**config.mk**
```make
export PLATFORM = sky130hd
export DESIGN_NAME = image_capture_top
export DESIGN_NICKNAME = d
export VERILOG_FILES = /design/src/logic/mem_pkg.sv /design/src/logic/video_pkg.sv /design/src/logic/burst_writer.sv /design/src/logic/frame_capture.sv /design/src/logic/image_capture_top.sv /design/src/logic/pixel_packer.sv /design/src/logic/word_fifo.sv
export SDC_FILE = /design/constraint.sdc
export NUM_CORES = 1
export LEC_CHECK = 0
export ABC_AREA = 1
export BUFFER_PORTS_ARGS = -buffer_cell sky130_fd_sc_hd__buf_4
export CAP_MARGIN = 20
export CORE_ASPECT_RATIO = 1.1
export CORE_MARGIN = 5
export CORE_UTILIZATION = 30
export CTS_CLUSTER_SIZE = 16
export DETAILED_ROUTE_END_ITERATION = 16
export SYNTH_ARGS = -nofsm -noshare
export SYNTH_HDL_FRONTEND = slang
export SYNTH_SLANG_ARGS = --single-unit
```
**constraint.sdc**
```tcl
create_clock -name clk -period 11.2 [get_ports clk]
set_input_delay 0.56 -clock clk [delete_from_list [all_inputs] [get_ports clk]]
set_output_delay 0.56 -clock clk [all_outputs]
set_load 0.005 [all_outputs]
```
**src/logic/mem_pkg.sv**
```systemverilog
// memory port widths, write command layout and buffer depth, imported by the memory side blocks
package mem_pkg;

  // -----------------------------------------------
  // memory port
  // -----------------------------------------------
  localparam int MEM_ADDR_W = 29;   // word address
  localparam int MEM_DATA_W = 128;  // four packed pixels

  typedef logic [MEM_DATA_W-1:0] mem_word_t;
  typedef logic [MEM_ADDR_W-1:0] mem_addr_t;

  // word address moves by one burst of 8 per written word
  localparam mem_addr_t ADDR_STEP = 8;

  typedef struct packed {
    mem_addr_t addr;  // upper bits
    mem_word_t data;
  } mem_wr_cmd_t;

  // -----------------------------------------------
  // buffering
  // -----------------------------------------------
  localparam int FIFO_DEPTH = 16;  // words between packer and writer

endpackage

```
**src/logic/video_pkg.sv**
```systemverilog
// pixel stream types and word packing constants, imported by the capture and packer blocks
package video_pkg;

  // -----------------------------------------------
  // pixel stream
  // -----------------------------------------------
  localparam int LINE_CNT_W = 16;  // line counter and height width

  typedef struct packed {
    logic [7:0] red;    // top byte
    logic [7:0] green;
    logic [7:0] blue;
  } pixel_t;

  typedef struct packed {
    pixel_t pixel;
    logic   sof;        // first pixel of frame
    logic   eol;        // last pixel of line
  } video_beat_t;

  // -----------------------------------------------
  // packing into memory words
  // -----------------------------------------------
  localparam int PIXELS_PER_WORD = 4;
  localparam int SLOT_W          = $clog2(PIXELS_PER_WORD);  // slot counter width
  localparam logic [7:0] FILL_BYTE = 8'hff;                   // sits under each pixel

  // one pixel slot of a memory word
  typedef struct packed {
    pixel_t     pixel;
    logic [7:0] fill;
  } word_slot_t;

  localparam int SLOT_BITS = $bits(word_slot_t);  // 32

endpackage

```
**src/logic/burst_writer.sv**
```systemverilog
// drains the word FIFO into memory one request/ack per word and reports frame completion
`timescale 1ns/1ps

module burst_writer (
  input  logic                 clk,
  input  logic                 mem_reset,
  input  mem_pkg::mem_addr_t   start_addr,
  input  logic                 frame_active,
  input  logic                 packer_empty,
  input  mem_pkg::mem_word_t   pop_word,
  input  logic                 pop_valid,
  output logic                 pop_ready,
  output logic                 writer_idle,
  output logic                 mem_wr_req,
  output mem_pkg::mem_wr_cmd_t mem_wr_cmd,
  input  logic                 mem_wr_ack,
  output logic                 frame_written
);
  import mem_pkg::*;

  typedef enum logic [1:0] {
    ST_IDLE,
    ST_REQ,       // look for a word or the end of frame
    ST_WAIT_ACK   // request out, hold until ack
  } wr_state_t;

  wr_state_t state;
  logic      active_q;     // frame_active last cycle
  logic      frame_start;
  logic      drained;
  mem_addr_t wr_addr;      // address of next word

  assign frame_start = frame_active && !active_q;
  assign drained     = !frame_active && !pop_valid && packer_empty;
  assign writer_idle = (state == ST_IDLE);
  assign pop_ready   = (state == ST_WAIT_ACK) && mem_wr_ack;  // word retired on ack

  // -----------------------------------------------
  // write fsm
  // -----------------------------------------------
  always_ff @(posedge clk or posedge mem_reset) begin
    if (mem_reset) begin
      state         <= ST_IDLE;
      active_q      <= 1'b0;
      mem_wr_req    <= 1'b0;
      frame_written <= 1'b0;
    end else begin
      active_q      <= frame_active;
      frame_written <= 1'b0;

      case (state)
        ST_IDLE: begin
          if (frame_start) begin
            state <= ST_REQ;
          end
        end
        ST_REQ: begin
          if (pop_valid) begin
            mem_wr_req <= 1'b1;
            state      <= ST_WAIT_ACK;
          end else if (drained) begin
            frame_written <= 1'b1;  // last ack already seen
            state         <= ST_IDLE;
          end
        end
        ST_WAIT_ACK: begin
          if (mem_wr_ack) begin
            mem_wr_req <= 1'b0;
            state      <= ST_REQ;
          end
        end
        default: state <= ST_IDLE;
      endcase
    end
  end

  // address and command, held stable while req is up
  always_ff @(posedge clk) begin
    if ((state == ST_IDLE) && frame_start) begin
      wr_addr <= start_addr;
    end else if (pop_ready) begin
      wr_addr <= wr_addr + ADDR_STEP;
    end
    if ((state == ST_REQ) && pop_valid) begin
      mem_wr_cmd <= '{addr: wr_addr, data: pop_word};
    end
  end

endmodule

```
**src/logic/frame_capture.sv**
```systemverilog
// trigger/arm/wait/store control that gates the pixel stream into the packer and counts lines
`timescale 1ns/1ps

module frame_capture (
  input  logic                             clk,
  input  logic                             mem_reset,
  input  logic                             trigger,
  input  logic [video_pkg::LINE_CNT_W-1:0] height,
  input  video_pkg::video_beat_t           s_beat,
  input  logic                             s_valid,
  output logic                             s_ready,
  output video_pkg::video_beat_t           pix_beat,
  output logic                             pix_valid,
  input  logic                             pix_ready,
  input  logic                             writer_idle,
  output logic                             frame_active,
  output logic                             frame_done,
  output logic                             skipped
);
  import video_pkg::*;

  typedef enum logic [1:0] {
    ST_IDLE,
    ST_WAIT,
    ST_STORE
  } cap_state_t;

  cap_state_t            state;
  logic                  armed;      // trigger seen, capture pending
  logic [LINE_CNT_W-1:0] line_cnt;   // lines done in this frame
  logic                  fwd;        // current beat belongs to the packer
  logic                  pix_fire;
  logic                  line_last;

  // -----------------------------------------------
  // stream steering
  // -----------------------------------------------
  // in wait only the sof beat goes through, it opens the frame
  assign fwd = (state == ST_STORE) || ((state == ST_WAIT) && s_beat.sof);

  assign s_ready   = fwd ? pix_ready : 1'b1;  // otherwise sink everything
  assign pix_valid = s_valid && fwd;
  assign pix_beat  = s_beat;
  assign pix_fire  = pix_valid && pix_ready;

  assign line_last = (line_cnt >= height - 1'b1);  // eol of this line ends frame

  // -----------------------------------------------
  // capture fsm
  // -----------------------------------------------
  always_ff @(posedge clk or posedge mem_reset) begin
    if (mem_reset) begin
      state        <= ST_IDLE;
      armed        <= 1'b0;
      line_cnt     <= '0;
      frame_active <= 1'b0;
      frame_done   <= 1'b0;
      skipped      <= 1'b0;
    end else begin
      frame_done <= 1'b0;  // single cycle pulses
      skipped    <= 1'b0;

      if (trigger) begin
        armed <= 1'b1;
      end

      case (state)
        ST_IDLE: begin
          // writer must have finished the previous frame
          if (armed && writer_idle) begin
            state    <= ST_WAIT;
            armed    <= trigger;  // trigger in this cycle arms the next one
            line_cnt <= '0;
          end
          // frame went by unarmed
          if (s_valid && s_beat.sof) begin
            skipped <= 1'b1;
          end
        end

        default: begin  // wait and store share the line logic
          if (pix_fire) begin
            state        <= ST_STORE;
            frame_active <= 1'b1;
            if (pix_beat.eol) begin
              if (line_last) begin
                state        <= ST_IDLE;
                frame_active <= 1'b0;
                frame_done   <= 1'b1;
              end else begin
                line_cnt <= line_cnt + 1'b1;
              end
            end
          end
        end
      endcase
    end
  end

endmodule

```
**src/logic/image_capture_top.sv**
```systemverilog
// frame grabber top, connects capture, packer, word FIFO and burst writer
`timescale 1ns/1ps

module image_capture_top (
  input  logic                             clk,
  input  logic                             mem_reset,
  input  logic                             trigger,
  input  logic [video_pkg::LINE_CNT_W-1:0] height,
  input  mem_pkg::mem_addr_t               start_addr,
  input  video_pkg::video_beat_t           s_beat,
  input  logic                             s_valid,
  output logic                             s_ready,
  output logic                             frame_done,
  output logic                             skipped,
  output logic                             mem_wr_req,
  output mem_pkg::mem_wr_cmd_t             mem_wr_cmd,
  input  logic                             mem_wr_ack,
  output logic                             frame_written
);
  import video_pkg::*;
  import mem_pkg::*;

  // gated stream into packer
  video_beat_t pix_beat;
  logic        pix_valid;
  logic        pix_ready;
  // packer to fifo
  mem_word_t   push_word;
  logic        push_valid;
  logic        push_ready;
  // fifo to writer
  mem_word_t   pop_word;
  logic        pop_valid;
  logic        pop_ready;
  // capture/writer handshake
  logic        frame_active;
  logic        writer_idle;
  logic        packer_empty;

  frame_capture u_capture (
    .clk          (clk),
    .mem_reset    (mem_reset),
    .trigger      (trigger),
    .height       (height),
    .s_beat       (s_beat),
    .s_valid      (s_valid),
    .s_ready      (s_ready),
    .pix_beat     (pix_beat),
    .pix_valid    (pix_valid),
    .pix_ready    (pix_ready),
    .writer_idle  (writer_idle),
    .frame_active (frame_active),
    .frame_done   (frame_done),
    .skipped      (skipped)
  );

  pixel_packer u_packer (
    .clk          (clk),
    .mem_reset    (mem_reset),
    .pix_beat     (pix_beat),
    .pix_valid    (pix_valid),
    .pix_ready    (pix_ready),
    .push_word    (push_word),
    .push_valid   (push_valid),
    .push_ready   (push_ready),
    .packer_empty (packer_empty)
  );

  word_fifo #(
    .DEPTH (FIFO_DEPTH)
  ) u_fifo (
    .clk        (clk),
    .mem_reset  (mem_reset),
    .push_word  (push_word),
    .push_valid (push_valid),
    .push_ready (push_ready),
    .pop_word   (pop_word),
    .pop_valid  (pop_valid),
    .pop_ready  (pop_ready)
  );

  burst_writer u_writer (
    .clk           (clk),
    .mem_reset     (mem_reset),
    .start_addr    (start_addr),
    .frame_active  (frame_active),
    .packer_empty  (packer_empty),
    .pop_word      (pop_word),
    .pop_valid     (pop_valid),
    .pop_ready     (pop_ready),
    .writer_idle   (writer_idle),
    .mem_wr_req    (mem_wr_req),
    .mem_wr_cmd    (mem_wr_cmd),
    .mem_wr_ack    (mem_wr_ack),
    .frame_written (frame_written)
  );

endmodule

```
**src/logic/pixel_packer.sv**
```systemverilog
// packs four accepted pixels with fill bytes into one memory word for the word FIFO
`timescale 1ns/1ps

module pixel_packer (
  input  logic                   clk,
  input  logic                   mem_reset,
  input  video_pkg::video_beat_t pix_beat,
  input  logic                   pix_valid,
  output logic                   pix_ready,
  output mem_pkg::mem_word_t     push_word,
  output logic                   push_valid,
  input  logic                   push_ready,
  output logic                   packer_empty
);
  import video_pkg::*;
  import mem_pkg::*;

  logic [SLOT_W-1:0] slot;       // next slot to fill
  logic [SLOT_W-1:0] slot_idx;   // slot taken by the current pixel
  word_slot_t        new_slot;
  mem_word_t         acc;        // shift reg, oldest pixel on top
  mem_word_t         next_acc;
  mem_word_t         out_word;   // completed word
  logic              out_valid;
  logic              pix_fire;
  logic              word_done;  // fourth pixel accepted

  assign pix_ready = !out_valid || push_ready;  // room once output drains
  assign pix_fire  = pix_valid && pix_ready;
  assign slot_idx  = pix_beat.sof ? '0 : slot;  // sof restarts the group
  assign word_done = pix_fire && (slot_idx == SLOT_W'(PIXELS_PER_WORD - 1));

  assign new_slot = '{pixel: pix_beat.pixel, fill: FILL_BYTE};
  assign next_acc = {acc[MEM_DATA_W-SLOT_BITS-1:0], new_slot};

  // slot count and output register state
  always_ff @(posedge clk or posedge mem_reset) begin
    if (mem_reset) begin
      slot      <= '0;
      out_valid <= 1'b0;
    end else begin
      if (pix_fire) begin
        slot <= slot_idx + SLOT_W'(1);  // wraps after slot 3
      end
      if (word_done) begin
        out_valid <= 1'b1;
      end else if (push_ready) begin
        out_valid <= 1'b0;
      end
    end
  end

  // pixel data
  always_ff @(posedge clk) begin
    if (pix_fire) begin
      acc <= next_acc;
    end
    if (word_done) begin
      out_word <= next_acc;
    end
  end

  assign push_word    = out_word;
  assign push_valid   = out_valid;
  assign packer_empty = (slot == '0) && !out_valid;  // nothing partial or pending

endmodule

```
**src/logic/word_fifo.sv**
```systemverilog
// single clock FIFO of memory words, packer writes and the burst writer reads
`timescale 1ns/1ps

module word_fifo #(
  parameter int DEPTH = mem_pkg::FIFO_DEPTH  // power of two
) (
  input  logic               clk,
  input  logic               mem_reset,
  input  mem_pkg::mem_word_t push_word,
  input  logic               push_valid,
  output logic               push_ready,
  output mem_pkg::mem_word_t pop_word,
  output logic               pop_valid,
  input  logic               pop_ready
);
  import mem_pkg::*;

  localparam int          AW       = $clog2(DEPTH);
  localparam logic [AW:0] FULL_CNT = (AW + 1)'(DEPTH);

  mem_word_t     ram [DEPTH];
  logic [AW-1:0] wr_ptr;
  logic [AW-1:0] rd_ptr;
  logic [AW:0]   count;      // one extra bit for full
  logic          push_fire;
  logic          pop_fire;

  assign push_ready = (count != FULL_CNT);
  assign pop_valid  = (count != '0);
  assign pop_word   = ram[rd_ptr];  // head of queue
  assign push_fire  = push_valid && push_ready;
  assign pop_fire   = pop_valid && pop_ready;

  // -----------------------------------------------
  // pointers and occupancy
  // -----------------------------------------------
  always_ff @(posedge clk or posedge mem_reset) begin
    if (mem_reset) begin
      wr_ptr <= '0;
      rd_ptr <= '0;
      count  <= '0;
    end else begin
      if (push_fire) begin
        wr_ptr <= wr_ptr + 1'b1;  // wraps, depth is 2^n
      end
      if (pop_fire) begin
        rd_ptr <= rd_ptr + 1'b1;
      end
      case ({push_fire, pop_fire})
        2'b10:   count <= count + 1'b1;
        2'b01:   count <= count - 1'b1;
        default: count <= count;  // none or both
      endcase
    end
  end

  // storage
  always_ff @(posedge clk) begin
    if (push_fire) begin
      ram[wr_ptr] <= push_word;
    end
  end

endmodule

```
# == Word level (Yosys, flattened, before mapping) ==
# Memories as Yosys holds them, arrays and structs flattened. A register that Yosys moved wholly into a read port is not among the register bits.
# Index checks and enable logic that the tools add are counted.
# op_classes
addsub,8
eq_ne,14
muxes,41
n_reduce_logical,36
n_bitwise,1
magnitude_cmp,1
# op_table
cell,count
2-to-1 mux 16 bit,5
2-to-1 mux 29 bit,2
"adder 29 x 4 -> 29 bit, second input constant",1
2-to-1 mux 1 bit,21
2-to-1 mux 2 bit,10
"adder 16 x 1 -> 16 bit, second input constant",1
greater-or-equal comparator 16 bit,1
"subtractor 16 x 1 -> 16 bit, second input constant",1
logical AND 1 bit,15
nonzero test 2 bit,6
one-hot mux 5 bit (2 select lines),1
"adder 4 x 1 -> 4 bit, second input constant",2
"== test 2 bit, second input constant",4
"== test 2 x 1 -> 1 bit, second input constant",3
logical NOT 2 bit,3
"inequality test 2 bit, second input constant",3
one-hot mux 2 bit (3 select lines),1
AND reduction 3 bit,2
"adder 5 x 1 -> 5 bit, second input constant",1
"inequality test 5 bit, second input constant",1
nonzero test 5 bit,1
"subtractor 5 x 1 -> 5 bit, second input constant",1
logical NOT 1 bit,4
"inequality test 2 x 1 -> 1 bit, second input constant",2
7 further kinds,9
# word_totals
ff_bits,397
ram_bits,1536
n_memories,1
word_cells,122
output_inout_bits,162
# memory_table
memory,depth,width,rd,rd_ports_with_merged_regs,write_ports,line,rtl
u_fifo.ram,16,96,1,1,1,word_fifo.sv:21,mem_word_t ram [DEPTH];

# == Logic depth before layout (Yosys ltp) ==
# Gate-level depths: netlist of run 1.
# depth
ltp_word,7
ltp_mapped,22
depth_no_buf,21

# == Hierarchy ==
# Synthesis of run 1 repeated with hierarchy kept, for this count alone.
# hier_totals
cells_unflattened,9041
area_unflattened_um2,100307.5
# by_module_without_submodules
module,area_each_um2,seq_area_each_um2,cells_each,instances
word_fifo,85781.0,61824.3,8049,1
burst_writer,6841.6,5710.5,432,1
pixel_packer,5465.2,5119.9,226,1
frame_capture,2219.6,550.5,334,1

# == Least setup slack after synthesis of run 1 ==
# No wires, ideal clock.
# synth_timing
path_kind,register -> register
startpoint,reg u_fifo.count[1]
endpoint,mem u_fifo.ram[11][0] (netlist name) (enable)
arrival_time_ns,7.245
synth_period_minus_slack_ns,7.914
path_buffers,0
path_slack_ns,3.286
stages_incl_launch_ff,7
t_required_ns,10.531
path_cell_list,dfrtp_1 inv_1 nand3_1 inv_1 nand2_1 nand2_1 nor3_1
# synth_via
elab_chain_cells,4
# synth_rtl
element,line,rtl
start: declaration,word_fifo.sv:24,logic [AW:0] count;
start signal: assignment,word_fifo.sv:50,2'b10: count <= count + 1'b1;
start signal: assignment,word_fifo.sv:51,2'b01: count <= count - 1'b1;
start signal: assignment,word_fifo.sv:52,default: count <= count;
inequality test 5 bit,word_fifo.sv:28,assign push_ready = (count != FULL_CNT);
logical AND 1 bit,word_fifo.sv:31,assign push_fire = push_valid && push_ready;
2-to-1 mux 1 bit,word_fifo.sv:59,if (push_fire) begin
2-to-1 mux 1 bit (not written as such),word_fifo.sv:60,ram[wr_ptr] <= push_word;
end: declaration,word_fifo.sv:21,
# No other way between the ends.

==> results of run 1 <==
## cells in the final DEF (no fill, tap or decap), drive strengths merged, types with 32 or more instances in the layout
cell type / Yosys / layout
mux2i: 384 / 384
nor2: 85 / 85
inv: 466 / 473
edfxtp: 1858 / 1858
buf: 166 / 271
clkinv: 0 / 85
dfrtp: 43 / 43
o21ai: 535 / 535
dlygate4sd3: 0 / 48
nand2: 283 / 283
clkbuf: 152 / 240
nand3: 108 / 108
a21oi: 402 / 402
conb: 1 / 32
o211ai: 384 / 384
## stage by stage
| stage | setup WS (ns) | power [uW] |
|---|---|---|
| after detailed placement | 6.782 | 13970 |
| after floorplan | 3.286 | 12360 |
| after global routing | 6.499 | 21020 |
| after CTS | 6.696 | 20210 |
| after global placement | 6.791 | 13900 |
| final | 6.782 | 20000 |
## path summary, 6_finish.rpt
path                                                     from                           endpoint  slack, ns  depth (start not counted)
max in group asynchronous                           mem_reset       u_fifo.rd_ptr[3]$_DFFE_PP0P_      10.51                          4
setup reg to reg                 u_fifo.rd_ptr[1]$_DFFE_PP0P_  u_writer.mem_wr_cmd[51]$_DFFE_PP_       6.78                          8
setup / recovery                 u_fifo.rd_ptr[1]$_DFFE_PP0P_  u_writer.mem_wr_cmd[51]$_DFFE_PP_       6.78                          8
hold reg to reg            u_capture.frame_active$_DFFE_PP0P_        u_writer.active_q$_DFF_PP0_       0.38                          0
min in group asynchronous                           mem_reset  u_capture.line_cnt[3]$_DFFE_PP0P_       0.19                          3
hold / removal                                  start_addr[6]      u_writer.wr_addr[6]$_DFFE_PN_       0.07                          3
## cell families after synthesis
family                     count (synthesis)
DFF                                     1901
AOI/OAI and AO/OA                       1327
buffers and inverters                    784
and+or+nand+nor                          518
muxes                                    384
xor gates and xnor gates                  45
adders and majority gates                 30
other                                      1
## where the power goes
group | switching, uW | internal [uW] | leakage, uW
clock network | 2690 | 3530 | 0.00296
registers | 492 | 8340 | 0.0173
logic | 3230 | 1730 | 0.00947
## registers in the layout, summed over array words and instances (netlist names), 4 cells and up
signal               count
u_capture.line_cnt      16
u_fifo.wr_ptr            4
u_fifo.ram            1536
u_fifo.count             5
u_fifo.rd_ptr            4
u_writer.mem_wr_cmd    125
u_packer.acc            72
u_packer.push_word      96
u_writer.wr_addr        29
## layer usage
| layer | track usage [%] | wire [um] |
|---|---|---|
| met3 | 2.135 | 12060 |
| met4 | 3.998 | 4545 |
| met1 | 19.68 | 83480 |
| met2 | 23.94 | 93280 |
| met5 | 0 | 57 |
## worst min-delay path, cell delays in order
cell     delay [ns]
buf_4          0.08
nand2_1        0.04
o21ai_0        0.07
## what timing repair did
item                      4_1_cts  5_1_grt
hold endpoints to repair       87        0
setup buffers                   0        0
hold buffers                   48        0
## area by class of cell
| class | count | share of cell area, % |
|---|---|---|
| timing repair buffer | 319 | 3.178 |
| antenna | 3 | 0.008699 |
| clock inverter | 111 | 1.061 |
| tap | 3298 | 4.782 |
| clock buffer | 240 | 5.998 |
| sequential | 1901 | 65.92 |
| multi-input combinational | 2336 | 17.00 |
| inverter | 466 | 2.053 |
==> run summary, run 1 <==
Yosys top cell by area: edfxtp_1
Critical path peak fanout: 78
Synth unique cells: 38
Fin nets: 5324
PD cells: 231.8 nW/um2
Non-Filler Cell Area, Final: 86300 um2
Initial antenna violation count: 13
Clock sink count: 1901
Syn. warnings: 0
Yosys reg bits: 1901
DRT Wirelength: 193.4 mm
Max incr delay on CP: 0.92 ns
Synth area leaders: edfxtp_1 74%, mux2i_1 5.1%, o211ai_1 3.8%, o21ai_0 2.8%, a21oi_1 2.7%
Largest family of logic cells by synthesized area: compound AO/OA/AOI/OAI gates
Largest net degree at the start of global routing: 199
HP Class: in -> reg
Layout cell share with drive strength beyond 1: 10.61%
CTS resizes: 0
Ys async rst share: 2.262%
Crit share post-route: 39.45%
Synth cell count leaders: 1858 x edfxtp_1, 463 x inv_1, 419 x o21ai_0
DIE WIDTH: 486.7 um
CP max stage cell: buf_4
Longest Clk Path Bufs: 3
Routed via count: 42110
Die Y: 534.4 um
Static leakage: 0.02974 uW
Initial Utilization: 30.13%
Status: complete, no violations
Area after DPL: 79600 um2
Vias in the first global route: 41160
Fin Setup TNS: 0 ns
Clock slew at reported path FFs: 0.06 ns
Main synth FF type: edfxtp_1
Cell Rows: 192
Worst-Skew Late Latency: 0.84 ns
Top cell by count, worst path: buf_4
Cells after DPL: 8267
Post-layout util: 34.67%
Top cell type's share of synthesized area: 74.40%
Die area: 260100 um2
GRT Overall Usage: 14.38%
Port-buffer cells: 205
Layout Skew: 0.06103 ns
FF/Latch Area: 56880 um2
Fraction of the mapped netlist area in adder cells: 0.5106%
Slew HR: 27.08%
Area growth, synth to finish: 15.08%
H-tree levels: 4
Netlist Area Pre-Place: 74990 um2
Max Slew Vio Count: 0
Fmax: 226.3 MHz
Mean Syn Cell Area: 15.03 um2
Cells after synthesis: 4990
DR iter-0 viols: 4312
EDFF count, synth: 1858
Antenna Violating Nets Remaining: 0
Final setup violation count: 0
Area of the multi-input gates: 14670 um2
Synth Area in Compound Gates: 10.16%
Worst path required time: 11.76 ns
Seq/Total Area, Yosys: 75.84%
Startpoint Class: flip-flop
GP Congestion: 0.7454
Post-route insts no fill: 8674
CTS root buffer: clkbuf_16
Synth Area in Simple Gates: 2.913%
Filler cells: 23760
Worst Hold Margin: 0.07149 ns
Unrepaired setup endpoints after global routing: no
Worst setup EP type: flip-flop
Wirelength per Cell: 22.30 um
Final Hold Viols: 0
Grt ovf: 0
Via/cell ratio: 4.854
Area of the core: 248900 um2
Num CTS Buffers: 194
Post-layout min period: 4.418 ns
Actual transition at the worst max-transition pin: 1.094 ns
WP data arrival: 4.98 ns
Residual DRC: 0
Buf/Inv on CP: 3
I/O pins: 238
DP HPWL: 97.50 mm
Max cap viols: 0
Most common cell in the netlist: edfxtp_1
First-pass GRT wire length: 279.7 mm
CP top delay family: buffers and inverters
Maximum vdd ir drop: 216.8 uV
CTS tree: built
Worst path cell trace: buf_4 > buf_4 > buf_4 > a21oi_1 > o21ai_0 > o21ai_1 > o211ai_1 > nand2_1
Critical path class: reg -> reg
Xor/xnor share of the synthesized area: 0.5256%
DRT Pass-1 Iters: 8
Mux contribution to synthesized area: 5.126%
No activity file was read; power rests on OpenSTA's default activity.
==> run 2, diff against run 1 <==
==> constraint.sdc (replaced) <==
create_clock -name clk -period 3.9 [get_ports clk]
set_input_delay 0.195 -clock clk [delete_from_list [all_inputs] [get_ports clk]]
set_output_delay 0.195 -clock clk [all_outputs]
set_load 0.005 [all_outputs]
==> run summary, run 2 (synthesis results as in run 1) <==
Status: complete, no violations
Met1 global-route usage: 19.50%
Grt met3 use: 2.754%
Initial antenna violation count: 14
Longest Clk Path Bufs: 3
Antenna Violating Nets Remaining: 0
Actual transition at the worst max-transition pin: 1.165 ns
Clock network power share: 30.2%
Fin Setup TNS: 0 ns
CP max stage cell: nor2_4
Hold_buf cts: 60
Final worst slack: 0.9703 ns
Worst-Skew Late Latency: 0.87 ns
Crit share post-route: 75.12%
Commonest non-fill, non-tap cell in the layout: edfxtp_1
DP HPWL: 104.8 mm
GP Congestion: 0.7705
Reg with most FFs: u_fifo.ram
Largest net degree at the start of global routing: 167
Final setup violation count: 0
Post-route insts no fill: 8734
DR iter-0 viols: 4044
Cells after DPL: 8328
Routed via count: 41860
Worst path required time: 4.40 ns
Unrepaired setup endpoints after global routing: no
Grt met2 use: 23.14%
Reg power frac: 43.3%
Vias in the first global route: 41150
Fmax: 341.3 MHz
Area of the core: 248900 um2
Maximum vdd ir drop: 509.7 uV
Post-layout min period: 2.930 ns
GRT Overall Usage: 14.26%
Final Hold Viols: 0
DIE WIDTH: 486.7 um
Max incr delay on CP: 0.86 ns
Critical path class: reg -> reg
DRT Wirelength: 191.8 mm
Clock slew at reported path FFs: 0.06 ns
Max Slew Vio Count: 0
Worst setup EP type: flip-flop
Startpoint Class: flip-flop
Initial Utilization: 30.13%
H-tree levels: 4
CTS tree: built
Area after DPL: 80810 um2
# Post-CTS Setup Buffers: 0
Max reg flops: 1536
DP Worst Slack: 0.6504 ns
Fin nets: 5385
Area growth, synth to finish: 16.57%
Switching portion of total power: 32.82%
Cell Rows: 192
Pint: 38960 uW
Die Y: 534.4 um
Non-Filler Cell Area, Final: 87420 um2
DRT Pass-1 Iters: 6
Via/cell ratio: 4.793
Layout Skew: 0.1061 ns
WP data arrival: 3.43 ns
Layout cell share with drive strength beyond 1: 11.42%
Slew HR: 22.35%
Max cap viols: 0
HP Class: in -> async
Combinational power share: 26.5%
Wirelength per Cell: 21.96 um
PD cells: 663.3 nW/um2
Critical path peak fanout: 23
First-pass GRT wire length: 278.2 mm
Most Crowded Layer GR: met2
Port-buffer cells: 205
NetSw: 19030 uW
Residual DRC: 0
Die area: 260100 um2
CTS root buffer: clkbuf_16
CTS resizes: 0
Static leakage: 0.03020 uW
Highest-count cells in the layout ignoring fill and taps: 1858 x edfxtp_1, 459 x inv_1, 419 x o21ai_0
Grt ovf: 0
I/O pins: 238
Clock sink count: 1901
Worst path cell trace: inv_1 > nand3_1 > inv_1 > nand2_1 > nand2_1 > inv_1 > nand2_1 > nor2_4 > buf_12
Num CTS Buffers: 186
## run 2: changes by cell type in the layout (fill, tap and decap cells not counted), sizes merged
cell	previous run	this run
buf	271	328
diode	3	6
clkinv	85	93
dlygate4sd3	48	60
bufinv	11	10
clkbuf	240	223
inv	473	472
clkinvlp	8	7
## run 2: worst paths after layout
kind                                                endpoint                                from  slack, ns  depth (start not counted)
max                             u_fifo.ram[13][92]$_DFFE_PP_         u_fifo.count[1]$_DFFE_PP0P_       0.97                          9
min                            u_writer.state[1]$_DFFE_PP0P_                           mem_reset       0.05                          3
max reg2reg                     u_fifo.ram[13][92]$_DFFE_PP_         u_fifo.count[1]$_DFFE_PP0P_       0.97                          9
min reg2reg                      u_writer.active_q$_DFF_PP0_  u_capture.frame_active$_DFFE_PP0P_       0.38                          0
max in group asynchronous  u_capture.line_cnt[2]$_DFFE_PP0P_                           mem_reset       3.37                          4
min in group clk            u_packer.push_word[18]$_DFFE_PP_                          s_beat[12]       0.08                          2
## run 2: final cells by class
type,count,area [um2]
Sequential cell,1901,56880
Inverter,466,1772
Clock inverter,116,1146
Fill cell,23680,161500
Multi-Input combinational cell,2336,14690
Antenna cell,6,15.01
Timing Repair Buffer,388,3971
Tap cell,3298,4126
Clock buffer,223,4815
## run 2: stage by stage
stage          total power, uW  hold WS (ns)  util [%]
2_1_floorplan            35510        0.2813         -
3_3_place_gp             40890        0.3571     32.47
3_5_place_dp             41060        0.3670     32.47
4_1_cts                  58650       0.01778     35.11
5_1_grt                  60910       0.05359     35.12
6_report                 57980       0.04637     35.12
## run 2: power by group through the flow
| stage | clock, uW | sequential (uW) | combinational (uW) |
|---|---|---|---|
| finish | 17500 | 25100 | 15300 |
| global placement | 0 | 25600 | 15300 |
| detailed placement | 0 | 25600 | 15500 |
| floorplan | 0 | 24800 | 10700 |
| CTS | 17900 | 25200 | 15600 |
| global route | 18700 | 25300 | 16900 |
## run 2: routing by layer
metal | wire length [um] | vias up | part of all wire, %
li1 | - | 19180 | -
met1 | 83270 | 21040 | 43
met2 | 90420 | 1357 | 47
met3 | 12690 | 281 | 6.6
met4 | 5397 | 4 | 2.8
met5 | 27 | - | 0.014
## run 2: critical path, delay by kind of cell (launching register included)
kind | cells | cell delay [ns]
flops | 1 | 0.38
buf+inv | 4 | 0.68
simple gates | 5 | 1.53
